--- src/common/patch_pkg.sv ---
package patch_pkg;

    // Pixel and patch geometry
    localparam int PIX_W      = 11;
    localparam int PATCH_SIZE = 5;   // Pixels per patch

    // Physical row of the patch SRAM, eight byte lanes
    localparam int ROW_W = 64;

    // Default memory sizing
    localparam int DEPTH_DEF  = 512;
    localparam int ADDR_W_DEF = 9;

    localparam int WB_BASE_DEF = 557;   // Wishbone row base address

    // Width of the SAD result, 5 * 2047 = 10235 fits
    localparam int SAD_W = 14;

    // Loader FSM
    typedef enum logic {
        COLLECT,   // Gathering pixels of the current patch
        WRITE      // Waiting for the row write to be granted
    } load_state_e;

    // Matcher FSM
    typedef enum logic [2:0] {
        IDLE,
        FETCH,     // Port 1 chip select active
        WAIT,      // Row data on the read port
        CALC,      // Summing the registered differences
        DONE       // Result held until the request drops
    } sad_state_e;

endpackage
--- src/hw/patch_loader.sv ---
`timescale 1ns/100ps

module patch_loader #(
    parameter int DATA_WIDTH = patch_pkg::PIX_W,
    parameter int PATCH_SIZE = patch_pkg::PATCH_SIZE,
    parameter int ADDR_WIDTH = patch_pkg::ADDR_W_DEF,
    parameter int DEPTH      = patch_pkg::DEPTH_DEF
) (
    input  logic                             clk,
    input  logic                             arst_n_i,
    input  logic                             pix_req_i,
    input  logic [DATA_WIDTH-1:0]            pix_i,
    output logic                             pix_ack_o,
    output logic                             wr_req_o,
    output logic [ADDR_WIDTH-1:0]            wr_addr_o,
    output logic [DATA_WIDTH*PATCH_SIZE-1:0] wr_patch_o,
    input  logic                             wr_ack_i,
    output logic [ADDR_WIDTH:0]              patch_count_o
);
    import patch_pkg::*;

    localparam int PATCH_W = DATA_WIDTH * PATCH_SIZE;
    localparam int IDX_W   = $clog2(PATCH_SIZE);

    load_state_e           state_q;
    logic [IDX_W-1:0]      idx_q;
    logic [PATCH_W-1:0]    patch_q;
    logic                  pix_ack_q;
    logic                  wr_req_q;
    logic [ADDR_WIDTH-1:0] addr_q;
    logic [ADDR_WIDTH:0]   count_q;
    logic                  take_pix;
    logic                  last_pix;

    assign take_pix = (state_q == COLLECT) && pix_req_i && !pix_ack_q;
    assign last_pix = (idx_q == IDX_W'(PATCH_SIZE - 1));

    always_ff @(posedge clk or negedge arst_n_i) begin
        if (!arst_n_i) begin
            state_q   <= COLLECT;
            idx_q     <= '0;
            pix_ack_q <= 1'b0;
            wr_req_q  <= 1'b0;
            addr_q    <= '0;
            count_q   <= '0;
        end else begin
            case (state_q)
                COLLECT: begin
                    if (take_pix) begin
                        if (last_pix) begin
                            // Last pixel is acked only once its row is stored
                            idx_q    <= '0;
                            wr_req_q <= 1'b1;
                            state_q  <= WRITE;
                        end else begin
                            idx_q     <= idx_q + 1'b1;
                            pix_ack_q <= 1'b1;
                        end
                    end else if (pix_ack_q && !pix_req_i) begin
                        pix_ack_q <= 1'b0;   // Return to zero phase
                    end
                end
                WRITE: begin
                    if (wr_ack_i) begin
                        wr_req_q  <= 1'b0;
                        pix_ack_q <= 1'b1;
                        addr_q    <= (addr_q == ADDR_WIDTH'(DEPTH - 1)) ? '0 : addr_q + 1'b1;
                        count_q   <= count_q + 1'b1;
                        state_q   <= COLLECT;
                    end
                end
                default: state_q <= COLLECT;
            endcase
        end
    end

    // New pixel enters at the top so the first one ends in the low bits
    always_ff @(posedge clk) begin
        if (take_pix) begin
            patch_q <= {pix_i, patch_q[PATCH_W-1:DATA_WIDTH]};
        end
    end

    assign pix_ack_o     = pix_ack_q;
    assign wr_req_o      = wr_req_q;
    assign wr_addr_o     = addr_q;
    assign wr_patch_o    = patch_q;
    assign patch_count_o = count_q;

    // Row and payload hold still until the memory grants the write
    a_wr_stable: assert property (
        @(posedge clk) disable iff (!arst_n_i)
        wr_req_o && !wr_ack_i |=> $stable(wr_patch_o) && $stable(wr_addr_o)
    ) else $error("write payload changed while waiting for wr_ack");

endmodule

--- config.mk ---
export PLATFORM = sky130hd
export DESIGN_NAME = patch_loader
export DESIGN_NICKNAME = d
export VERILOG_FILES = /design/src/common/patch_pkg.sv /design/src/hw/patch_loader.sv
export SDC_FILE = /design/constraint.sdc
export NUM_CORES = 1
export LEC_CHECK = 0
export BUFFER_PORTS_ARGS = -buffer_cell sky130_fd_sc_hd__buf_4
export CAP_MARGIN = 20
export CORE_UTILIZATION = 54
export CTS_BUF_LIST = sky130_fd_sc_hd__clkbuf_16
export DETAILED_ROUTE_END_ITERATION = 16
export GPL_TIMING_DRIVEN = 0
export HOLD_SLACK_MARGIN = 0.06
export PLACE_DENSITY = 0.84
export SYNTH_ARGS = -nofsm -noshare
export SYNTH_HDL_FRONTEND = slang
export SYNTH_SLANG_ARGS = --single-unit
--- constraint.sdc ---
create_clock -name clk -period 5.2 [get_ports clk]
set_input_delay 0.26 -clock clk [delete_from_list [all_inputs] [get_ports clk]]
set_output_delay 0.26 -clock clk [all_outputs]
set_load 0.02 [all_outputs]
; After elaboration in Yosys (flattened, before gate mapping)
; Index checks and enable logic that the tools add are counted.
[word_totals]
register_bits = 80
latchBits = 0
ram_bits = 0
rom_bits = 0
inputBits = 15
elab_cells = 42
memories = 0
[classes]
addsub = 3
multipliers = 0
div = 0
magnitude_cmp = 0
n_eq_ne = 7
shift = 0
mux = 15
bitwise = 1
reduce_logical = 9
[ops]
columns = cell, count
row1 = $add A10 B1 Y10 const B, 1
row2 = $mux W1, 10
row3 = $add A9 B1 Y9 const B, 1
row4 = $eq A9 B9 Y1 const B, 1
row5 = $mux W9, 1
row6 = $ne A2 B2 Y1 const B, 3
row7 = $pmux W1 S2, 3
row8 = $reduce_and A3 Y1, 2
row9 = $reduce_and A2 Y1, 2
row10 = $add A3 B1 Y3 const B, 1
row11 = $eq A3 B3 Y1 const B, 1
row12 = $logic_and A1 B1 Y1, 3
row13 = $mux W3, 1
row14 = $ne A3 B2 Y1 const B, 1
row15 = $ne A3 B3 Y1 const B, 1
row16 = $logic_not A1 Y1, 2
row17 = $not A1 Y1, 1

; Logic depth before layout (Yosys ltp)
; Gate-level depths: netlist of run 1.
[depth]
depth_word = 5
depth_mapped = 7
mapped_depth_nobuf = 7

; Worst setup path before layout of run 1
; No wires, ideal clock.
[synth_timing]
path_type = register to register
start = register state_q
end = register idx_q[2]
setup_time_ns = 0.121
t_arrival_ns = 2.515
required_time_ns = 5.079
path_slack_ns = 2.563
path_stages_with_launch = 5
synth_period_minus_slack_ns = 2.637
path_cell_list = dfrtp_1 -> buf_6 -> nor3b_4 -> o21ai_1 -> a22o_1
[synth_via]
elab_chain_len = 4
[synth_lines]
columns = element, line
row1 = start: declaration, patch_loader.sv:25  ; load_state_e state_q;
row2 = start signal: assignment, patch_loader.sv:40  ; state_q <= COLLECT;
row3 = start signal: assignment, patch_loader.sv:54  ; state_q <= WRITE;
row4 = start signal: assignment, patch_loader.sv:69  ; state_q <= COLLECT;
row5 = $not A1 Y1 (no source line), n/a
row6 = $logic_and A1 B1 Y1 (2 in series), patch_loader.sv:35  ; assign take_pix = (state_q == COLLECT) && pix_req_i && !pix_ack_q;
row7 = via take_pix, patch_loader.sv:32  ; logic take_pix;
row8 = $reduce_and A2 Y1 (no source line), n/a
row9 = end signal: assignment, patch_loader.sv:56  ; idx_q <= idx_q + 1'b1;
row10 = end: declaration, patch_loader.sv:26  ; logic [IDX_W-1:0] idx_q;
; The timed path passes the listed nets, and every way through them passes these cells.
; A chain may end at the register's enable or synchronous reset.

; Final worst setup path of run 1
[layout_timing]
start = register addr_q[0] (netlist: wr_addr_o[0])
end = register addr_q[5] (netlist: wr_addr_o[5])
[layout_via]
elab_chain_len = 2
[layout_lines]
columns = element, line
row1 = start: declaration, patch_loader.sv:30  ; logic [ADDR_WIDTH-1:0] addr_q;
row2 = start signal: assignment, patch_loader.sv:67  ; addr_q <= (addr_q == ADDR_WIDTH'(DEPTH - 1)) ? '0 : addr_q + 1'b1;
row3 = $add A9 B1 Y9 or $eq A9 B9 Y1 (tied branches), patch_loader.sv:67
row4 = $mux W9 (*), patch_loader.sv:67
; Every way passes the cells marked *; elsewhere a longest branch is shown, timed or not.

==> results.md, run 1 <==
- TritonCTS clock tree: done
- WP data arrival: 2360 ps
- Setup TNS: 0 ps
- Max-slew violations: 0
- Max-slew headroom: 55.2%
- EDFF count, synth: 55
- Starting Density: 56.6%
- CTS Buffer Depth: 2
- Placer congestion estimate: 0.717
- Iteration-0 DRC Markers: 110
- Tcrit/Tclk final: 41.2%
- Final-layout fill cell count: 308
- Cells after Synth: 174
- HP Class: primary input to flip-flop
- # diodes: 0
- Hold Path Origin: pix_i[10]
- Port buffer count: 89
- Yosys top cell area share: 56.4%
- Critical Path RT: 5420 ps
- Max Cap Violations: 0
- Yosys top cell by area: edfxtp_1
- CTS resizes: 0
- Total track usage: 20.0%
- Final antenna-violating net count: 0
- Ys flop type: edfxtp_1
- Detailed placement HPWL: 3830 um
- Initial antenna violation count: 0
- Vias in the first global route: 1587
- Critical Path End Type: flip-flop
- Number of library cell types mapped by synthesis: 36
- Yosys reg bits: 80
- 1st-pass router iterations: 4
- Die X: 75.6 um
- Worst Setup Start Kind: flip-flop
- Final Critical Period: 2140 ps
- Setup-failing EPs final: 0
- Critical path startpoint: wr_addr_o[0]$_DFFE_PN0P_
- Setup slack at placement: 3090 ps
- Synthesized Nets: 195
- Warnings from Yosys: 0
- P&R area growth vs syn: 39.6%
- Clk_lat worst skew: 320 ps
- Ys async rst share: 31.3%
- Vias per cell: 5.12
- Worst clock skew: 7.31 ps
- RSZ-0062 raised after global routing: false
- Post-Synth XOR/XNOR Area: 2.69%
- H-tree depth: 3
- Via count: 1808
- Slowest Stage Delay on Critical Path: 440 ps
- Average size of a mapped cell: 16.8 um2
- Crit-path max FO: 8
- Die H: 75.6 um
- Status: finished, final reports clean
- Largest cells by area after synthesis: edfxtp_1, dfrtp_1, ha_1
- Layout cells sized above 1: 41.0%
- Layout Nets: 299
- Slowest CP cell: dfrtp_1
- Post-Synth Simple-Gate Area: 9.62%
- Peak VDD IR: 0.273 mV
- First-pass GRT wire length: 8070 um
- Remaining global-route overflow: 0
- Site Rows: 26
- TritonCTS Buffers: 9
- R2R Path Start: wr_addr_o[0]$_DFFE_PN0P_
- Most frequent cell after synthesis: edfxtp_1
- Hold Fails Final Rpt: 0
- Full die area: 5720 um2
- Cell Pwr Density: 470 nW/um2
- Critical path cell sequence: ha_1 -> and3_1 -> and3_1 -> ha_1 -> or3_1 -> o311ai_1
- Core area: 5170 um2
- Cell Area, Synth: 2930 um2
- Slew @ Worst Pin: 671 ps
- Register area share after synthesis: 77.8%
- Reg area: 2280 um2
- Clock net sink count: 80
- DRC errors left: 0
- Fmax: 466 MHz
- WS Path Type: flip-flop to flip-flop
- Post-synthesis compound-gate area fraction: 3.76%
- Wirelength, routed: 5520 um
- Fin worst setup slack: 3060 ps
- Lkg Pwr: 1.77 nW
- Synth Area in Adders: 2.56%
- I/O pin count: 91
- CTS clk-pin slew, worst paths: 60 ps
- Area of the multi-input gates: 599 um2
- Post-synthesis mux area share: 1.84%
- Routed wire per std cell: 15.6 um
- Largest net degree at the start of global routing: 26
- Finished Core Util: 79.0%
- Largest family of logic cells by synthesized area: simple AND/OR/NAND/NOR gates
- Commonest cells in the netlist: edfxtp_1, dfrtp_1, nand2_1
- Clock root buffer: clkbuf_16
-- final timing paths --
path                                                      to  slack (ps)  depth (start not counted)
worst max-delay path                wr_addr_o[5]$_DFFE_PN0P_        3060                          6
worst min-delay path                wr_patch_o[54]$_DFFE_PP_         110                          1
worst max register to register      wr_addr_o[5]$_DFFE_PN0P_        3060                          6
worst min register to register       wr_patch_o[6]$_DFFE_PP_         450                          0
max in group asynchronous              pix_ack_o$_DFFE_PN0P_        4560                          2
min in group asynchronous       patch_count_o[6]$_DFFE_PN0P_         390                          2
-- metrics by stage --
step | total power, mW | instance area, um2 | std cells | hold slack (ps)
after global routing | 2.00 | 4090 | 353 | 103
after CTS | 1.93 | 4090 | 353 | 110
final | 1.92 | 4090 | 353 | 113
after global placement | 1.21 | 3680 | 333 | 182
after floorplan | 1.06 | 2930 | 174 | -35.6
after detailed placement | 1.24 | 3740 | 336 | 184
-- what timing repair did --
| item | CTS | global route |
|---|---|---|
| hold endpoints to repair | 25 | 0 |
| setup endpoints to repair | 0 | 0 |
| hold buffers | 1 | 0 |
| setup buffers | 0 | 0 |
-- critical path: cells and delay by family (launching register included) --
| family | cells | cell delay [ps] |
|---|---|---|
| AOI/OAI and AO/OA | 1 | 220 |
| adders and majority gates | 2 | 540 |
| DFF | 1 | 440 |
| and+or+nand+nor | 3 | 840 |
-- registers in the layout, indices dropped and copies added, names as in the netlist --
register       count
state_q            1
wr_patch_o        55
wr_req_o           1
idx_q              3
wr_addr_o          9
patch_count_o     10
pix_ack_o          1
-- final cells by class --
cell class	instances	share of cell area, %
Buffer	4	0.704
Clock buffer	9	5.51
Clock inverter	7	2.69
Inverter	6	0.551
Multi-Input combinational cell	84	14.7
Sequential cell	80	55.7
Tap cell	70	2.14
Timing Repair Buffer	93	18.0
-- cells by family after synthesis --
kind of cell,after synthesis
multiplexers,5
XOR/XNOR,9
adder cells (fa/ha/maj),6
AO/OA/AOI/OAI,16
buffers and inverters,10
AND/OR/NAND/NOR,48
flip-flops,80
-- routing by layer --
metal / vias to the layer above / routed length (um) / track usage, %
li1: 860 / - / -
met1: 887 / 2280 / 26.0
met2: 52 / 2860 / 32.3
met3: 9 / 275 / 4.50
met4: 0 / 102 / 9.26
met5: - / 0 / 0
-- cell usage in the layout (no fill, tap or decap), types with 6 or more instances in the layout --
cell type	synthesis	layout
clkbuf_16	0	9
nand2_1	13	13
buf_4	1	90
xnor2_1	6	6
nand3_1	10	10
edfxtp_1	55	55
dfrtp_1	25	25
inv_1	6	7
o21ai_0	8	8
ha_1	6	6
-- report_power, final --
part	switching, mW	leakage [nW]	internal (mW)
Combinational	0.212	0.793	0.160
Clock	0.226	0.166	0.465
Sequential	0.0624	0.810	0.793
Power figures use the tool's default switching activity.
==> run 2, diff against run 1 <==
- CORE_UTILIZATION: 54 -> 50
- PLACE_DENSITY: 0.84 -> 0.78
- clock period: 5.2 -> 1.99 ns (I/O delays scaled with it)
==> results.md, run 2 (synthesis results as in run 1) <==
- Status: finished, final reports clean
- Die H: 78.5 um (+3.8%)
- Psw: 1.38 mW (+180%)
- HP Class: primary input to flip-flop
- Max-slew headroom: 53.0% (-2.3 points)
- Port buffer count: 89 (unchanged)
- CP most frequent cell: and3_4
- Internal power: 3.52 mW (+150%)
- Wirelength, routed: 5780 um (+4.7%)
- Layout Nets: 313 (+4.7%)
- Crit-path max FO: 4 (-4)
- Setup-failing EPs final: 0 (unchanged)
- Most common cell after layout, fill and taps aside: buf_4
- Clock net sink count: 80 (unchanged)
- Largest net degree at the start of global routing: 26 (unchanged)
- Tcrit/Tclk final: 96.6% (+55 points)
- Routing usage on met3: 5.81% (+1.3 points)
- Max-slew violations: 0 (unchanged)
- Critical path cell sequence: ha_4 -> and3_4 -> and3_4 -> ha_1 -> nand3b_1 -> or4_4 -> nand3_1
- Design area: 4220 um2 (+3.2%)
- P&R area growth vs syn: 44.1%
- H-tree depth: 3 (unchanged)
- Clk_lat worst skew: 330 ps (about the same)
- Critical Path RT: 2260 ps (-3160 ps)
- Iteration-0 DRC Markers: 61 (-45%)
- Hold slack: 111 ps (-1.53 ps)
- Largest register FFs: 55 (unchanged)
- Total track usage: 20.2% (+0.25 points)
- Post-DP Area: 3750 um2 (+0.23%)
- CTS Buffer Depth: 2 (unchanged)
- Clock root buffer: clkbuf_16
- Critical Path End Type: flip-flop
- Hold Fails Final Rpt: 0 (unchanged)
- WP data arrival: 2190 ps (-170 ps)
- Most frequent cells in the layout: buf_4, edfxtp_1, dfrtp_1, nand2_1, dlygate4sd3_1
- M2 GR Usage: 33.4% (+1.1 points)
- Initial antenna violation count: 0 (unchanged)
- 1st-pass router iterations: 4 (unchanged)
- Vias per cell: 5.03 (-1.8%)
- Remaining global-route overflow: 0 (unchanged)
- GR Layer Usage met1: 24.5% (-1.5 points)
- TritonCTS Buffers: 9 (unchanged)
- Detailed placement HPWL: 3700 um (-3.4%)
- Clk pwr share: 32.5% (-3.5 points)
- Routed wire per std cell: 15.7 um (+0.12%)
- Worst Setup Start Kind: flip-flop
- Die X: 78.5 um (+3.8%)
- Final std cells w/o fill: 369 (+4.5%)
- Via count: 1855 (+2.6%)
- Final-layout fill cell count: 333 (+8.1%)
- Layout cells sized above 1: 42.8% (+1.8 points)
- Slowest CP cell: dfrtp_2
- Full die area: 6170 um2 (+7.8%)
- Lkg Pwr: 1.80 nW (+1.7%)
- GRT busiest layer: met2
- Placer congestion estimate: 0.798 (+11%)
- RSZ-0062 raised after global routing: false
- Starting Density: 52.5% (-4.1 points)
- Final antenna-violating net count: 0 (unchanged)
- Final Critical Period: 1920 ps (-221 ps)
- Sequential Power Share: 45.6% (+1.0 points)
- Post-Place Cells: 338 (+0.60%)
- First-pass GRT wire length: 9120 um (+13%)
- Combinational power share: 22.0% (+2.6 points)
- Max Cap Violations: 0 (unchanged)
- Fmax: 520 MHz (+11%)
- Slowest Stage Delay on Critical Path: 430 ps (about the same)
- Vias in the first global route: 1845 (+16%)
- Peak VDD IR: 0.810 mV (+200%)
- DRC errors left: 0 (unchanged)
- Site Rows: 27 (+3.8%)
- TritonCTS clock tree: done
- Core area: 5570 um2 (+7.8%)
- Worst reg2reg setup slack: 70 ps (-2990 ps)
- Worst clock skew: 9.50 ps (+2.19 ps)
- I/O pin count: 91 (unchanged)
- Slew @ Worst Pin: 705 ps (+33.7 ps)
- # diodes: 0 (unchanged)
- WS Path Type: flip-flop to flip-flop
- Switching share of power: 28.2% (+2.1 points)
- CTS clk-pin slew, worst paths: 60 ps (about the same)
- Cell Pwr Density: 1160 nW/um2 (+150%)
- Finished Core Util: 75.7% (-3.3 points)
## run 2: changes by cell type in the layout (fill, tap and decap cells not counted), sizes merged
| cell | change |
|---|---|
| bufinv | -2 |
| dlygate4sd3 | +11 |
| clkinv | +2 |
| buf | +3 |
## run 2: what timing repair did
item	4_1_cts	5_1_grt
gates resized for setup	4	3
endpoints found under the hold margin	36	0
hold buffers	12	0
buffers inserted	2	1
setup endpoints to repair	2	2
## run 2: metrics by stage
step	TNS [ps]	setup slack, ps	total power [mW]
detailed placement	-128	-86.7	3.25
global placement	-58070	-1100	3.18
finish	0	66.7	4.91
floorplan	-29650	-609	2.79
global route	0	3.33	5.10
CTS	0	39.1	4.90
## run 2: per-layer routing
metal	part of all wire (%)	wire length (um)
met5	0	0
met4	1.9	109
met3	5.3	307
met2	51	2940
met1	42	2420
## run 2: power groups by stage
stage	clock (mW)	combinational (mW)	sequential [mW]
4_1_cts	1.61	1.06	2.23
3_3_place_gp	0	0.902	2.27
2_1_floorplan	0	0.291	2.50
5_1_grt	1.67	1.17	2.27
3_5_place_dp	0	0.970	2.28
6_report	1.59	1.08	2.24
## run 2: path summary, 6_finish.rpt
path	startpoint	to	cells after the start
worst max-delay path	wr_addr_o[0]$_DFFE_PN0P_	wr_addr_o[7]$_DFFE_PN0P_	7
worst min-delay path	pix_req_i	pix_ack_o$_DFFE_PN0P_	3
worst max register to register	wr_addr_o[0]$_DFFE_PN0P_	wr_addr_o[7]$_DFFE_PN0P_	7
worst min register to register	wr_patch_o[54]$_DFFE_PP_	wr_patch_o[43]$_DFFE_PP_	0
max in group asynchronous	arst_n_i	wr_addr_o[1]$_DFFE_PN0P_	2
min in group asynchronous	arst_n_i	patch_count_o[5]$_DFFE_PN0P_	2
## run 2: layout make-up
| class | instances | area (um2) | share of cell area (%) |
|---|---|---|---|
| buffer | 4 | 28.8 | 0.682 |
| timing repair buffer | 107 | 868 | 20.6 |
| tap | 72 | 90.1 | 2.14 |
| inverter | 6 | 22.5 | 0.534 |
| multi-input combinational | 84 | 638 | 15.1 |
| sequential | 80 | 2280 | 54.1 |
| clock buffer | 9 | 225 | 5.34 |
| clock inverter | 7 | 63.8 | 1.51 |
## run 2: worst max-delay path, delay by kind of cell, from the launching register on
family | cells | cell delay, ps
DFF | 1 | 430
adders and majority gates | 2 | 350
and+or+nand+nor | 5 | 1070
