--- src/common/patch_pkg.sv ---
package patch_pkg;

    // Pixel and patch geometry
    localparam int PIX_W      = 11;
    localparam int PATCH_SIZE = 5;   // Pixels per patch

    // Physical row of the patch SRAM, eight byte lanes
    localparam int ROW_W = 64;

    // Default memory sizing
    localparam int DEPTH_DEF  = 512;
    localparam int ADDR_W_DEF = 9;

    localparam int WB_BASE_DEF = 557;   // Wishbone row base address

    // Width of the SAD result, 5 * 2047 = 10235 fits
    localparam int SAD_W = 14;

    // Loader FSM
    typedef enum logic {
        COLLECT,   // Gathering pixels of the current patch
        WRITE      // Waiting for the row write to be granted
    } load_state_e;

    // Matcher FSM
    typedef enum logic [2:0] {
        IDLE,
        FETCH,     // Port 1 chip select active
        WAIT,      // Row data on the read port
        CALC,      // Summing the registered differences
        DONE       // Result held until the request drops
    } sad_state_e;

endpackage
--- src/hw/patch_sad.sv ---
`timescale 1ns/100ps

module patch_sad #(
    parameter int DATA_WIDTH = patch_pkg::PIX_W,
    parameter int PATCH_SIZE = patch_pkg::PATCH_SIZE,
    parameter int ADDR_WIDTH = patch_pkg::ADDR_W_DEF
) (
    input  logic                             clk,
    input  logic                             arst_n_i,
    input  logic                             query_req_i,
    input  logic [ADDR_WIDTH-1:0]            query_addr_i,
    input  logic [DATA_WIDTH*PATCH_SIZE-1:0] cand_patch_i,
    output logic                             query_ack_o,
    output logic [patch_pkg::SAD_W-1:0]      sad_o,
    output logic                             rd1_csb_n_o,
    output logic [ADDR_WIDTH-1:0]            rd1_addr_o,
    input  logic [DATA_WIDTH*PATCH_SIZE-1:0] rd1_patch_i
);
    import patch_pkg::*;

    sad_state_e            state_q;
    logic                  ack_q;
    logic [DATA_WIDTH-1:0] diff_q [PATCH_SIZE];
    logic [SAD_W-1:0]      sad_q;
    logic [SAD_W-1:0]      sum;

    function automatic logic [DATA_WIDTH-1:0] abs_diff(
        input logic [DATA_WIDTH-1:0] a,
        input logic [DATA_WIDTH-1:0] b
    );
        return (a > b) ? (a - b) : (b - a);
    endfunction

    always_ff @(posedge clk or negedge arst_n_i) begin
        if (!arst_n_i) begin
            state_q <= IDLE;
            ack_q   <= 1'b0;
        end else begin
            case (state_q)
                IDLE:  if (query_req_i) state_q <= FETCH;
                FETCH: state_q <= WAIT;    // Read issued on port 1
                WAIT:  state_q <= CALC;
                CALC:  state_q <= DONE;
                DONE: begin
                    if (!ack_q) begin
                        ack_q <= 1'b1;
                    end else if (!query_req_i) begin
                        ack_q   <= 1'b0;   // Four-phase release
                        state_q <= IDLE;
                    end
                end
                default: state_q <= IDLE;
            endcase
        end
    end

    // Per-pixel distance straight off the SRAM output
    always_ff @(posedge clk) begin
        if (state_q == WAIT) begin
            for (int k = 0; k < PATCH_SIZE; k++) begin
                diff_q[k] <= abs_diff(rd1_patch_i[k*DATA_WIDTH +: DATA_WIDTH],
                                      cand_patch_i[k*DATA_WIDTH +: DATA_WIDTH]);
            end
        end
        if (state_q == CALC) begin
            sad_q <= sum;
        end
    end

    always_comb begin
        sum = '0;
        for (int k = 0; k < PATCH_SIZE; k++) begin
            sum = sum + SAD_W'(diff_q[k]);
        end
    end

    assign rd1_csb_n_o = (state_q != FETCH);
    assign rd1_addr_o  = query_addr_i;   // Held by the requester
    assign query_ack_o = ack_q;
    assign sad_o       = sad_q;

    // Ack only ever answers a live request
    a_ack_needs_req: assert property (
        @(posedge clk) disable iff (!arst_n_i)
        !query_req_i && !query_ack_o |=> !query_ack_o
    ) else $error("query_ack_o rose without a request");

endmodule

--- config.mk ---
export PLATFORM = sky130hd
export DESIGN_NAME = patch_sad
export DESIGN_NICKNAME = d
export VERILOG_FILES = /design/src/common/patch_pkg.sv /design/src/hw/patch_sad.sv
export SDC_FILE = /design/constraint.sdc
export NUM_CORES = 1
export LEC_CHECK = 0
export BUFFER_PORTS_ARGS = -buffer_cell sky130_fd_sc_hd__buf_2
export CAP_MARGIN = 20
export CORE_MARGIN = 2
export CORE_UTILIZATION = 40
export DETAILED_ROUTE_END_ITERATION = 16
export GPL_TIMING_DRIVEN = 1
export SLEW_MARGIN = 20
export SYNTH_ARGS = -nofsm -noshare
export SYNTH_HDL_FRONTEND = slang
export SYNTH_SLANG_ARGS = --single-unit
export TNS_END_PERCENT = 1
--- constraint.sdc ---
create_clock -name clk -period 5.2 [get_ports clk]
set_clock_uncertainty 0.15 [all_clocks]
set_input_delay 0.26 -clock clk [delete_from_list [all_inputs] [get_ports clk]]
set_output_delay 0.26 -clock clk [all_outputs]
set_load 0.05 [all_outputs]
# Word-level counts from Yosys, hierarchy flattened

Memories as Yosys holds them, arrays and structs flattened.
Index checks and enable logic that the tools add are counted.

Div/mod/pow operators: 0
Shift operators: 0
Bitwise gates (word level): 0
Mux-type cells: 13
Eq/ne operators: 8
Reductions and logical operators: 2
Add/sub/neg operators: 14
Magnitude comparators: 5
Multiply operators: 0

Operators by type and width:

| cell                 | number |
|---|---|
| $sub A11 B11 Y11     | 10 |
| $gt A11 B11 Y1       | 5 |
| $mux W11             | 5 |
| $pmux W3 S5          | 1 |
| $add A13 B11 Y14     | 1 |
| $add A14 B11 Y14     | 1 |
| $add A12 B11 Y13     | 1 |
| $add A11 B11 Y12     | 1 |
| $mux W3              | 3 |
| $eq A3 B2 Y1 const B | 2 |
| $ne A2 B2 Y1 const B | 3 |
| $mux W1              | 4 |
| $eq A3 B1 Y1 const B | 1 |
| $eq A3 B3 Y1 const B | 1 |
| $logic_not A3 Y1     | 1 |
| $ne A3 B1 Y1 const B | 1 |
| $reduce_and A3 Y1    | 1 |

Memory bits (writable): 55
Input port bits: 122
Bits in read-only memories: 0
Word-level logic and storage cells: 46
Register bits after elaboration: 18
Memories kept: 1
Bits in latches: 0
Output and inout port bits: 25

Memory list:

| memory | words | bits a word | rd ports | clocked after memory_dff | wr ports | line            | source |
|---|---|---|---|---|---|---|---|
| diff_q | 5     | 11          | 5        | 0                        | 5        | patch_sad.sv:23 | `logic [DATA_WIDTH-1:0] diff_q [PATCH_SIZE];` |

# Logic depth before layout (Yosys ltp)

Gate-level depths: netlist (run 1).

Depth in word-level cells: 4
Depth in mapped cells: 14
Depth with buffers taken out: 14

# Least setup slack after synthesis (run 1)

OpenSTA, ideal clock, no wires.

Path type: reg2reg
Start point: mem diff_q[0][1] (netlist bit)
End point: reg sad_q[13] (netlist: sad_o[13]), data pin
Cell stages (with the launch flop): 13
Arrival: 3510 ps
Slack: 1280 ps
Path through: edfxtp_1 inv_1 fa_1 fa_1 fa_1 inv_1 ha_1 fa_1 a21o_1 a21oi_1 o211ai_1 a31o_2 o311a_1

RTL lines:

| what                   | line            | source |
|---|---|---|
| start: declaration     | patch_sad.sv:23 |  |
| end signal: assignment | patch_sad.sv:66 | `sad_q <= sum;` |
| end: declaration       | patch_sad.sv:24 | `logic [SAD_W-1:0] sad_q;` |

==> results of run 1 <==
==> metal layers <==
layer  global-route usage (%)  vias to the layer above  part of all wire, %
met1                     21.5                     2983                   48
li1                         -                     3358                    -
met3                     2.30                       11                  3.9
met5                        0                        -                    0
met4                     2.66                        0                 0.74
met2                     27.7                      115                   48
==> critical path: stages (launching register included) <==
cell and delay, ns:
edfxtp_1 0.31, inv_1 0.05, fa_1 0.55, fa_1 0.43, fa_1 0.49, inv_1 0.04, ha_1 0.21, fa_1 0.46
a21o_1 0.17, a21oi_1 0.27, o211ai_1 0.17, a31o_2 0.27, o311a_1 0.29
==> what timing repair did <==
action / 4_1_cts / 5_1_grt
buffers inserted: 0 / 0
hold endpoints to repair: 5 / 0
hold buffers: 2 / 0
==> cell type report <==
cell class	instances	area share, %
Multi-Input combinational cell	619	55.7
Sequential cell	73	22.5
Inverter	215	8.37
Timing Repair Buffer	131	6.92
Tap cell	275	3.56
Clock buffer	9	2.33
Clock inverter	6	0.622
==> worst paths after layout <==
path / start / to / cells past startpoint
worst max-delay path: diff_q[0][1]$_DFFE_PN_ / sad_o[13]$_DFFE_PP_ / 12
worst min-delay path: arst_n_i / query_ack_o$_DFFE_PN0N_ / 2
worst max register to register: diff_q[0][1]$_DFFE_PN_ / sad_o[13]$_DFFE_PP_ / 12
worst min register to register: query_ack_o$_DFFE_PN0N_ / query_ack_o$_DFFE_PN0N_ / 2
max in group asynchronous: arst_n_i / state_q[0]$_DFFE_PN0P_ / 2
min in group clk: rd1_patch_i[44] / diff_q[0][44]$_DFFE_PN_ / 3
==> flip-flops by register name, summed over array words and instances, names as in the netlist <==
register / count
diff_q: 55
state_q: 3
query_ack_o: 1
sad_o: 14
==> layout by cell type (no fill, tap or decap), types with 9 or more instances in the layout <==
cell type	count
fa_1	42
a221oi_1	9
buf_2	128
mux2i_1	46
clkbuf_16	9
nand3_1	16
xor2_1	25
nor2_1	29
nor3_1	11
edfxtp_1	69
o21ai_0	34
nand2_1	39
nand2b_1	11
a31oi_1	11
a21oi_1	73
xnor2_1	27
ha_1	119
a21o_1	37
nor2b_1	10
inv_1	214
==> cell families after synthesis <==
kind of cell	after synthesis
flops	73
simple gates	145
xor+xnor	53
compound gates	213
buf+inv	259
mux	47
fa+ha+maj	161
==> report_power, final <==
group | switching, mW | internal, mW
sequential | 0.0799 | 1.16
combinational | 2.25 | 1.61
clock | 0.223 | 0.365
==> metrics by stage <==
stage          std cells  hold slack (ns)
2_1_floorplan        951           -0.186
3_3_place_gp        1310          -0.0799
3_5_place_dp        1311          -0.0794
4_1_cts             1328            0.105
5_1_grt             1328            0.134
6_report            1328            0.116
==> run summary, run 1 <==
The run finished with clean final reports. Registers take 2170 µm². The H-tree generated during clock tree synthesis spans 3 levels. Shortest period the worst path allows: 4.12 ns. Of all flip-flops after synthesis, the portion carrying an async set or reset was 5.48%.

Counting the fill cells in the layout gives 2103. The die footprint is 22700 µm², and the number of storage elements in the synthesis netlist is 73. The worst-case IR drop observed on VDD is 572 µV. The count of nets left with antenna violations once routing finished came out at 0.

The initial standard-cell utilization of the core came out at 40.8%. The maximum clock rate is 0.243 GHz, and the register clock-pin slew on the reported worst setup and hold paths is 0.05 ns. In the routed design, unresolved DRC markers number 0. The portion of the clock cycle consumed by the worst path in the final layout is 79.3%.

The tree is rooted in a clkbuf_16. The total power per unit cell area was 589 nW/µm². Maximum number of buffers from clock root to sink: 2. Using the TritonRoute via totals, the vias-per-cell ratio works out to 4.87. The cell area that synthesis handed to floorplanning was 8600 µm². Setup slack closes at 1.08 ns. Worst slack at placement: 1.11 ns. Entering global routing, the biggest net connects 56 pins.

The summed negative setup slack over all endpoints is 0 ns. The first global-routing pass estimated 29300 µm of wire. Global routing used 16.0% of the available tracks across all layers. For the final-report hold violation count, the log shows 0.

The routability-driven placement congestion ratio is 0.816. In the final layout, the share of cells above drive strength 1 is 15.1%. The number of vias after detailed routing is 6467, and the post-layout utilization of the core is 45.8%. The compound-gate portion of the synthesized area was 15.8%; the area occupied by multi-input gates was 5370 µm². The cell area after placement was 9340 µm²; the later-pin clock latency in the skew report was 0.33 ns. The initialized floorplan defines 53 standard-cell rows. The area of all placed cells without fillers was 9650 µm²; the y dimension of the die was 151 µm. For the core outline area, the log shows 21100 µm². In the post-synthesis netlist, the cell with the most instances is inv_1. The first detailed-routing pass ran for 4 iterations.

The path class of the tightest hold or removal check is primary input to asynchronous set/reset pin. Setup repair after global routing left no endpoint under its margin. Synthesis instantiated 59 different standard cells from the library. After Yosys synthesis, and, or, nand and nor cells account for 8.54% of the synthesized area. The synthesized design devotes to its leading area cell type 24.1% of total area.

The maximum fanout count along the critical path came out at 3. The combinational family with the most area after synthesis is adder cells. The total leakage power came out at 5.05 nW.

The worst setup path is of the register to register kind. The number of global-route vias before repair is 6347. The synthesized netlist devotes 27.1% of its cell area to adder and majority cells. The mean routed wirelength per cell works out to 13.2 µm.

The synthesized design contains 69 enable-type register cells. For this run the aggregate overflow at the end of global routing stands at 0. The number of antenna diodes in the final layout is 0.

For the number of CTS-inserted buffers, the log shows 9. For the headroom to the max-slew limit, the log shows 26.2%. The Yosys step of the flow raised 0 warnings.

Of the post-synthesis cell area, the part taken by muxes is 5.53%. The slew at the pin closest to its max-slew limit was 1.10 ns; the count of instances resized after the clock tree is built was 0. The number of pins with negative max-slew slack in the final report was 0. TritonCTS built the clock tree.

The tool flagged a number of max-cap violations equal to 0. For the number of antenna violations at the first check in global routing, the log shows 0. Total number of clock tree sinks: 73.

Setup slack on the worst reg-to-reg path comes out at 1.08 ns. Ranked by total cell area, the synthesized netlist is headed by edfxtp_1, ha_1, fa_1. Setup violations remaining at the end of the flow were counted as 0. The run gives 17600 µm as the total wire length after detailed routing. Data arrives at the worst endpoint at 4.05 ns.

In this run the count of I/O pins placed on the die edge is 147. The number of nets in the synthesized netlist is 1234. The chip width came out at 151 µm.

The fraction of synthesized cell area in xor and xnor cells is 5.49%. Counting instances in the post-synthesis netlist gives the leading cell types as inv_1, ha_1, a21oi_1. Main flop type after synthesis: edfxtp_1. The share of synthesized area occupied by flip-flops and latches is 25.3%, and the mean instance size in the synthesized netlist is 9.04 µm². Growth of design area from synthesis to finish: 12.2%. Data on the critical path is required at its endpoint by 5.12 ns.

The synthesized design spends more area on one cell type than any other, namely edfxtp_1. During placement, the flow inserted port buffers numbering 128. The logs give 5.68 mW for the final total power and 1332 for the number of nets at the end of the flow. Detailed placement finished with a half-perimeter wire length of 15000 µm. STA classifies the critical path endpoint as a register. The number of cells produced by synthesis was 951.

The first routing iteration left 311 violations. STA classifies the critical path startpoint as a register.
(Power assumes the default switching activity.)
==> run 2, diff against run 1 <==
- ABC_AREA: not set -> 1
- clock period: 5.2 -> 3.6 ns (I/O delays scaled with it)
==> run 2 against run 1 <==
  * Flip-flop and latch count stayed put
  * Worst hold slack worse by 0.084 ns
  * Area after synthesis is 23% higher
  * Wire length is 39% higher
  * Non-clock buffer count is 2 higher
  * Sequential power is 42% higher
  * Sequential share of layout area is 4.0 points lower
  * Die area is 22% higher
  * Final area is 22% higher
  * Critical path depth is 3 higher
  * First-iteration DRC count is 83% higher
  * Synthesized cell count is 67% higher
  * Critical endpoint is now sad_o[12]$_DFFE_PP_
==> run summary, run 2 <==
The slew at the pin closest to its max-slew limit was 1.04 ns (-0.0613 ns); the setup slack on the worst flop-to-flop path was 0.18 ns (-0.90 ns). Pin count of the biggest net entering global routing: 24 (-57%). Y dimension of the die: 167 µm (+11%). The internal power is 4.41 mW (+41%). The register clock-pin slew on the reported worst setup and hold paths was 0.06 ns (about the same); the share of total power in combinational logic was 70.1% (+2.2 points). The switching share of power came out at 49.7% (+4.8 points). The final-layout worst hold slack came out at 0.0322 ns (-0.0840 ns). The number of enable-type register cells in the synthesized netlist was 69 (unchanged). The run gives 0.33 ns (about the same) as the later-pin clock latency in the skew report. The proportion of register bits with asynchronous set or reset after synthesis was 5.48% (unchanged); the portion of the clock cycle consumed by the worst path in the final layout was 95.0% (+16 points). The number of global-route vias before repair is 8850 (+39%), and the total number of H-tree levels is 3 (unchanged). For the share of synthesized area occupied by flip-flops and latches, the log shows 20.5% (-4.7 points). The number of antenna violations at the first check in global routing is 0 (unchanged), and the maximum clock rate is 0.292 GHz (+21%). The total wire length after detailed routing came out at 24400 µm (+39%). The number of port buffers works out to 128 (unchanged). The routability-driven placement congestion ratio is 0.899 (+10%).

The fraction of layout instances using a drive strength above 1 is 13.0% (-2.1 points), and the core outline area is 26000 µm² (+23%). The DRC violation count after routing was 0 (unchanged); the first-pass iteration count of the detailed router was 5 (+1). The tools report the row count as 59 (+11%). The chip width is 167 µm (+11%), and the fill cell instance count of the final layout is 2756 (+31%). The tools report the critical path launch point as diff_q[0][3]$_DFFE_PN_. STA classifies the critical path startpoint as a register. The run finished with clean final reports.

The total overflow reported by the global router is 0 (unchanged), and the number of CTS-inserted buffers is 9 (unchanged). For the final-report hold violation count, the log shows 0 (unchanged). The cell with the most instances after synthesis was nand2_1. In the post-synthesis netlist, the biggest area contributors are nand2_1, edfxtp_1, ha_1. Compared with the post-synthesis result, the final layout area differs by 11.3%. The initial detailed-routing violation count is 569 (+83%), and the total number of yosys warnings is 0 (unchanged). The area fraction of the dominant cell type after synthesis is 19.7% (-4.4 points). The maximum fanout count along the critical path was 5 (+2); the initial standard-cell utilization of the core was 40.7% (-0.10 points). The global routing usage summed across all routing layers is 17.6% (+1.6 points), and the total leakage power is 6.94 nW (+37%).

The cell depth of the worst flop-to-flop path came out at 15 (+3). The run gives 45.3% (-0.51 points) as the post-layout utilization of the core. The type of the setup path with the least slack is register to register. TritonCTS built the clock tree. The mean instance size in the synthesized netlist is 6.64 µm² (-27%), and the peak supply drop is 865 µV (+51%). The logs give 20.1% (-1.6 points) for the sequential group share of total power and 0 (unchanged) for the number of pins with negative max-slew slack in the final report.

The delay contributed by the slowest stage of the critical path is 0.53 ns (-0.02 ns). The run gives 73 (unchanged) as the total number of clock tree sinks. The wire length of the first global-routing pass was 40900 µm (+40%). The number of placed I/O pins is 147 (unchanged). The headroom to the max-slew limit is 30.4% (+4.3 points). The tools report the required arrival time at the worst endpoint as 3.54 ns (-1.58 ns). The detailed-route vias per instance is 4.66 (-4.4%), and the number of nets with antenna violations after routing is 0 (unchanged). The placed wire-length estimate came out at 21000 µm (+39%).

The run gives 0 (unchanged) as the number of max-capacitance violations reported. The register with the most flip-flops in the final layout is diff_q. Among all flip-flop cells after synthesis, the most frequent one is edfxtp_1. The worst endpoint data arrival time is 3.36 ns (-0.69 ns). The most common library cell in the layout ignoring fill and taps was nand2_1. The number of cells produced by synthesis was 1592 (+67%). The number of endpoints failing setup at the final stage is 0 (unchanged). The run gives 0 (unchanged) as the number of diodes. The top cell types in the final layout, fill and taps aside, are nand2_1, inv_1, buf_2. The signal on the critical path passes through inv_1 > fa_1 > inv_1 > fa_1 > inv_1 > fa_1 > inv_1 > ha_2 > nand2_1 > o21ai_1 > nand2_1 > nand2_2 > nand2_1 > nand3_1 > nand2_1.

The master of the slowest instance on the critical path is fa_1. Number of flip-flops under the largest register name: 55 (unchanged). Clock network power share: 9.8% (-0.5 points).

The source of the worst register-to-register timing path is diff_q[0][3]$_DFFE_PN_. The number of storage elements in the synthesis netlist was 73 (unchanged); the number of setup buffers added after CTS was 0 (unchanged). Setup repair after global routing could not meet its margin everywhere. The shortest period the worst path allows works out to 3.42 ns (-0.702 ns). The worst setup path is captured at a register.

The tools report the net count after synthesis as 1875 (+52%). The mean routed wirelength per cell was 11.9 µm (-9.8%); the die footprint was 27700 µm² (+22%). The number of distinct standard cells referenced by the synthesized netlist is 34 (-42%). The worst register-to-register path ends at sad_o[12]$_DFFE_PP_. The total power per unit cell area came out at 745 nW/µm² (+27%). The number of nets at the end of the flow was 1988 (+49%); the final total power was 8.76 mW (+54%). Total net switching power: 4.35 mW (+70%). The type of the tightest min-delay check was primary input to asynchronous set/reset pin. The cell sitting at the root of the clock tree is a clkbuf_16. Counting instances in the post-synthesis netlist gives the leading cell types as nand2_1, inv_1, ha_1. The maximum number of buffers from clock root to sink was 2 (unchanged); the number of vias after detailed routing was 9520 (+47%). nand2_1 takes more of the synthesized area than any other cell. The run gives 10600 µm² (+23%) as the post-synthesis instance area.
run 2: changes by cell type after synthesis, sizes merged, moves of 17 or more:
cell   change
nand2    +531
inv      +173
nand3     +89
nor2      +51
mux2i     -46
a21o      -36
a21oi     -26
xnor2     -21
nand4     +17
run 2: power by group through the flow:
| stage | registers [mW] | logic, mW | clock network [mW] |
|---|---|---|---|
| 6_report | 1.76 | 6.14 | 0.860 |
| 5_1_grt | 1.79 | 7.07 | 0.916 |
| 4_1_cts | 1.77 | 6.06 | 0.884 |
| 3_5_place_dp | 1.78 | 6.03 | 0 |
| 3_3_place_gp | 1.78 | 5.91 | 0 |
| 2_1_floorplan | 2.06 | 4.34 | 0 |
run 2: cells by family after synthesis:
kind of cell	synth area share, %
adders and majority gates	22.0
buffers and inverters	15.9
and+or+nand+nor	32.7
AOI/OAI and AO/OA	5.03
DFF	20.5
xor gates and xnor gates	3.81
run 2: worst max-delay path by stage:
stage	end	depth (start not counted)
5_1_grt	sad_o[12]$_DFFE_PP_	14
6_report	sad_o[12]$_DFFE_PP_	15
3_5_place_dp	sad_o[12]$_DFFE_PP_	15
3_3_place_gp	sad_o[12]$_DFFE_PP_	15
4_1_cts	sad_o[12]$_DFFE_PP_	15
2_1_floorplan	diff_q[0][0]$_DFFE_PN_	3
run 2: timing repair:
action / in CTS / in global routing
resized for setup: 0 / 6
hold buffers: 2 / 0
hold endpoints to repair: 5 / 0
setup endpoints to repair: 0 / 7
run 2: cell type report:
cell class                      instances  area, µm²  share of cell area, %
Sequential cell                        73       2170                   18.5
Inverter                              390       1460                   12.4
Clock buffer                           11        233                   1.98
Clock inverter                          5       55.1                  0.468
Timing Repair Buffer                  133        683                   5.81
Multi-Input combinational cell       1098       6740                   57.3
Tap cell                              335        419                   3.56
run 2: layer usage:
layer,track usage [%],vias up,wire length (µm)
li1,-,5023,-
met1,24.8,4281,12100
met2,29.2,198,11100
met3,1.92,18,971
met4,3.45,0,285
met5,0,-,0
run 2: through the flow:
step	std cells	TNS, ns	area (µm²)	setup slack [ns]
floorplan	1592	0	10600	0.0900
global placement	2027	0	11400	0.118
detailed placement	2027	0	11400	0.0902
CTS	2045	0	11800	0.0704
global route	2045	-0.00533	11800	-0.00533
finish	2045	0	11800	0.179
run 2: worst max-delay path: cells and delay by family (launching register included):
family | cells | cell delay [ns]
buf+inv | 4 | 0.19
compound gates | 1 | 0.20
simple gates | 6 | 0.46
flops | 1 | 0.32
fa+ha+maj | 4 | 1.85
==> run 3, diff against run 2 <==
--- a/config.mk
+++ b/config.mk
@@ -18,2 +18,2 @@
 export SYNTH_SLANG_ARGS = --single-unit
-export TNS_END_PERCENT = 1
+export TNS_END_PERCENT = 50
==> constraint.sdc (replaced) <==
create_clock -name clk -period 3.6 [get_ports clk]
set_clock_uncertainty 0.15 [all_clocks]
set_input_delay 0.9 -clock clk [delete_from_list [all_inputs] [get_ports clk]]
set_output_delay 0.9 -clock clk [all_outputs]
set_load 0.05 [all_outputs]
==> run 3 against run 2 <==
  * Register-to-register slack about the same
  * Largest cell class unchanged
  * Fmax decreased by 0.31%
  * Utilization about the same
  * Global-route usage increased by 0.12 points
  * Cell count about the same
  * Die area unchanged
  * Wire length increased by 0.30%
  * Setup slack got worse by 0.010 ns
  * Worst hold slack improved by 0.18 ns
  * Total power increased by 1.2%
  * Count of clock-buffer cells in the layout decreased by 1
  * Critical path type unchanged
  * Flip-flop and latch count unchanged
==> run summary, run 3 (same netlist as run 2, synthesis figures left out) <==
The maximum number of buffers from clock root to sink came out at 2 (unchanged). Counting flops per register, the top entry is diff_q. The number of placed I/O pins is 147 (unchanged). The run finished with clean final reports. Number of buffers inserted for hold repair after clock tree synthesis: 0 (-2). The tools report the clock root buffer as clkbuf_16.

The total net switching power was 4.44 mW (+1.9%). The run gives 977 µV (+13%) as the peak supply drop. The y dimension of the die was 167 µm (unchanged); the cell area after placement was 11400 µm² (about the same). Kind of cell with the highest combined delay on the critical path: adder cells. TritonCTS built the clock tree. The master of the slowest instance on the critical path is fa_1. The tools report the core outline area as 26000 µm² (unchanged). Buffer and inverter count on the worst path: 4 (unchanged). The type of the tightest min-delay check is primary input to asynchronous set/reset pin. The run gives 0.34 ns (about the same) as the later-pin clock latency in the skew report.

The initial standard-cell utilization of the core came out at 40.7% (unchanged). The tools report the internal power as 4.43 mW (+0.55%). The tools report the pin count of the biggest net entering global routing as 24 (unchanged). The number of flip-flops under the largest register name is 55 (unchanged). Setup repair after global routing left no endpoint under its margin. The global routing usage summed across all routing layers is 17.7% (+0.12 points), and the maximum fanout count along the critical path is 5 (unchanged). The number of vias after detailed routing was 9431 (-0.93%). The total number of clock tree sinks was 73 (unchanged); the total power per unit cell area was 755 nW/µm² (+1.3%). The number of global-route vias before repair is 8822 (-0.32%), and the fill cell instance count of the final layout is 2768 (+0.44%). The logs give 5 (unchanged) for the first-pass iteration count of the detailed router and 41100 µm (+0.32%) for the wire length of the first global-routing pass.

The mean routed wirelength per cell is 12.0 µm (+0.40%). The most common library cell in the layout ignoring fill and taps was nand2_1. Walking the worst path, the cells encountered are inv_1 > fa_1 > inv_1 > fa_1 > inv_1 > fa_1 > inv_1 > ha_1 > a21oi_2 > o21ai_0 > a21oi_1 > nand2_1 > nand2_1 > nand2_1. For the number of endpoints failing setup at the final stage, the log shows 0 (unchanged). For the placed wire-length estimate, the log shows 20900 µm (-0.41%).

The delay contributed by the slowest stage of the critical path came out at 0.54 ns (about the same). The most numerous cell type found on the critical path is inv_1. The tools report the number of nets at the end of the flow as 1987 (-0.050%). The critical path in this run is classified as register to register. The run gives 27700 µm² (unchanged) as the die footprint. The maximum clock rate was 0.291 GHz (-0.31%).

The required arrival time at the worst endpoint is 3.54 ns (about the same). Clock network power share: 9.7% (about the same). The sequential group share of total power came out at 19.8% (-0.3 points). The tools report the number of max-capacitance violations reported as 0 (unchanged). Number of port buffers: 128 (unchanged).

The worst slack at placement was 0.0864 ns (-0.00379 ns); the DRC violation count after routing was 0 (unchanged). For the routability-driven placement congestion ratio, the log shows 0.898 (about the same). The detailed-route vias per instance was 4.62 (-0.84%); the total leakage power was 6.94 nW (about the same). Slew at the pin closest to its max-slew limit: 0.703 ns (-0.337 ns). Total number of H-tree levels: 3 (unchanged).

The number of CTS-inserted buffers was 9 (unchanged). The tools report the number of setup buffers added after CTS as 0 (unchanged). The portion of the clock cycle consumed by the worst path in the final layout was 95.3% (+0.29 points); the worst endpoint data arrival time was 3.37 ns (about the same).

The chip width came out at 167 µm (unchanged). Number of antenna violations at the first check in global routing: 0 (unchanged). The switching share of power was 50.0% (+0.34 points). The shortest period the worst path allows works out to 3.43 ns (+0.0105 ns).

The number of nets with antenna violations after routing was 0 (unchanged); the register clock-pin slew on the reported worst setup and hold paths was 0.05 ns (about the same). The number of diodes is 0 (unchanged). The growth of design area from synthesis to finish was 11.2% (about the same). In the layout the commonest cells are nand2_1, inv_1, buf_2. The headroom to the max-slew limit came out at 53.0% (+23 points). The tools report the total overflow reported by the global router as 0 (unchanged). Share of total power in combinational logic: 70.4% (+0.3 points).

The fraction of layout instances using a drive strength above 1 was 13.3% (+0.25 points). Initial detailed-routing violation count: 504 (-11%). The area of all placed cells without fillers is 11800 µm² (about the same), and the total wire length after detailed routing is 24500 µm (+0.30%). The critical path endpoint category was a register. The final-report hold violation count was 0 (unchanged). The tools report the category of the worst setup path launch point as a register. The setup slack after layout came out at 0.168 ns (-0.0105 ns). The number of pins with negative max-slew slack in the final report came out at 0 (unchanged). The summed negative setup slack over all endpoints came out at 0 ns (unchanged). Row count: 59 (unchanged).
-- run 3: cell types whose count changed in the layout (fill, tap and decap cells not counted), sizes merged --
cell         previous run  this run
buf                   131       132
dlygate4sd3             2         0
clkbuf                 11        10
-- run 3: layout make-up --
cell class	count	area [µm²]	share of cell area, %
clock inverter	5	56.3	0.479
sequential	73	2170	18.5
multi-input combinational	1098	6740	57.4
inverter	390	1460	12.5
tap	335	419	3.57
timing repair buffer	132	671	5.71
clock buffer	10	229	1.95
-- run 3: path summary, 6_finish.rpt --
kind	from	to	slack, ns	cells after the start
max	diff_q[0][9]$_DFFE_PN_	sad_o[12]$_DFFE_PP_	0.17	14
max in group asynchronous	arst_n_i	state_q[2]$_DFFE_PN0P_	2.96	1
min	arst_n_i	state_q[0]$_DFFE_PN0P_	0.22	1
max reg2reg	diff_q[0][9]$_DFFE_PN_	sad_o[12]$_DFFE_PP_	0.17	14
min reg2reg	state_q[1]$_DFFE_PN0P_	state_q[0]$_DFFE_PN0P_	0.40	2
min in group clk	state_q[1]$_DFFE_PN0P_	state_q[0]$_DFFE_PN0P_	0.40	2
-- run 3: per-stage QoR --
| step | instances | util (%) | hold slack, ns | power [mW] |
|---|---|---|---|---|
| final | 2043 | 45.2 | 0.215 | 8.87 |
| after global routing | 2043 | 45.2 | 0.205 | 9.89 |
| after CTS | 2043 | 45.2 | 0.202 | 8.74 |
| after detailed placement | 2028 | 44.1 | 0.389 | 7.81 |
| after global placement | 2028 | 44.1 | 0.385 | 7.69 |
| after floorplan | 1592 | - | 0.357 | 6.40 |
-- run 3: routing by layer --
layer / vias to the layer above / GRT usage (%) / routed length [µm]
met3: 16 / 2.54 / 1010
met4: 0 / 2.92 / 234
li1: 5021 / - / -
met5: - / 0 / 0
met2: 197 / 29.8 / 11200
met1: 4197 / 24.5 / 12100
-- run 3: power by group through the flow --
stage | logic, mW | registers [mW] | clock network (mW)
after floorplan | 4.34 | 2.06 | 0
after global placement | 5.91 | 1.78 | 0
after detailed placement | 6.03 | 1.78 | 0
after CTS | 6.09 | 1.77 | 0.882
after global routing | 7.18 | 1.79 | 0.919
final | 6.25 | 1.76 | 0.864
-- run 3: timing repair --
action	4_1_cts	5_1_grt
endpoints found under the setup margin	0	7
hold endpoints to repair	0	0
gates resized for setup	0	7
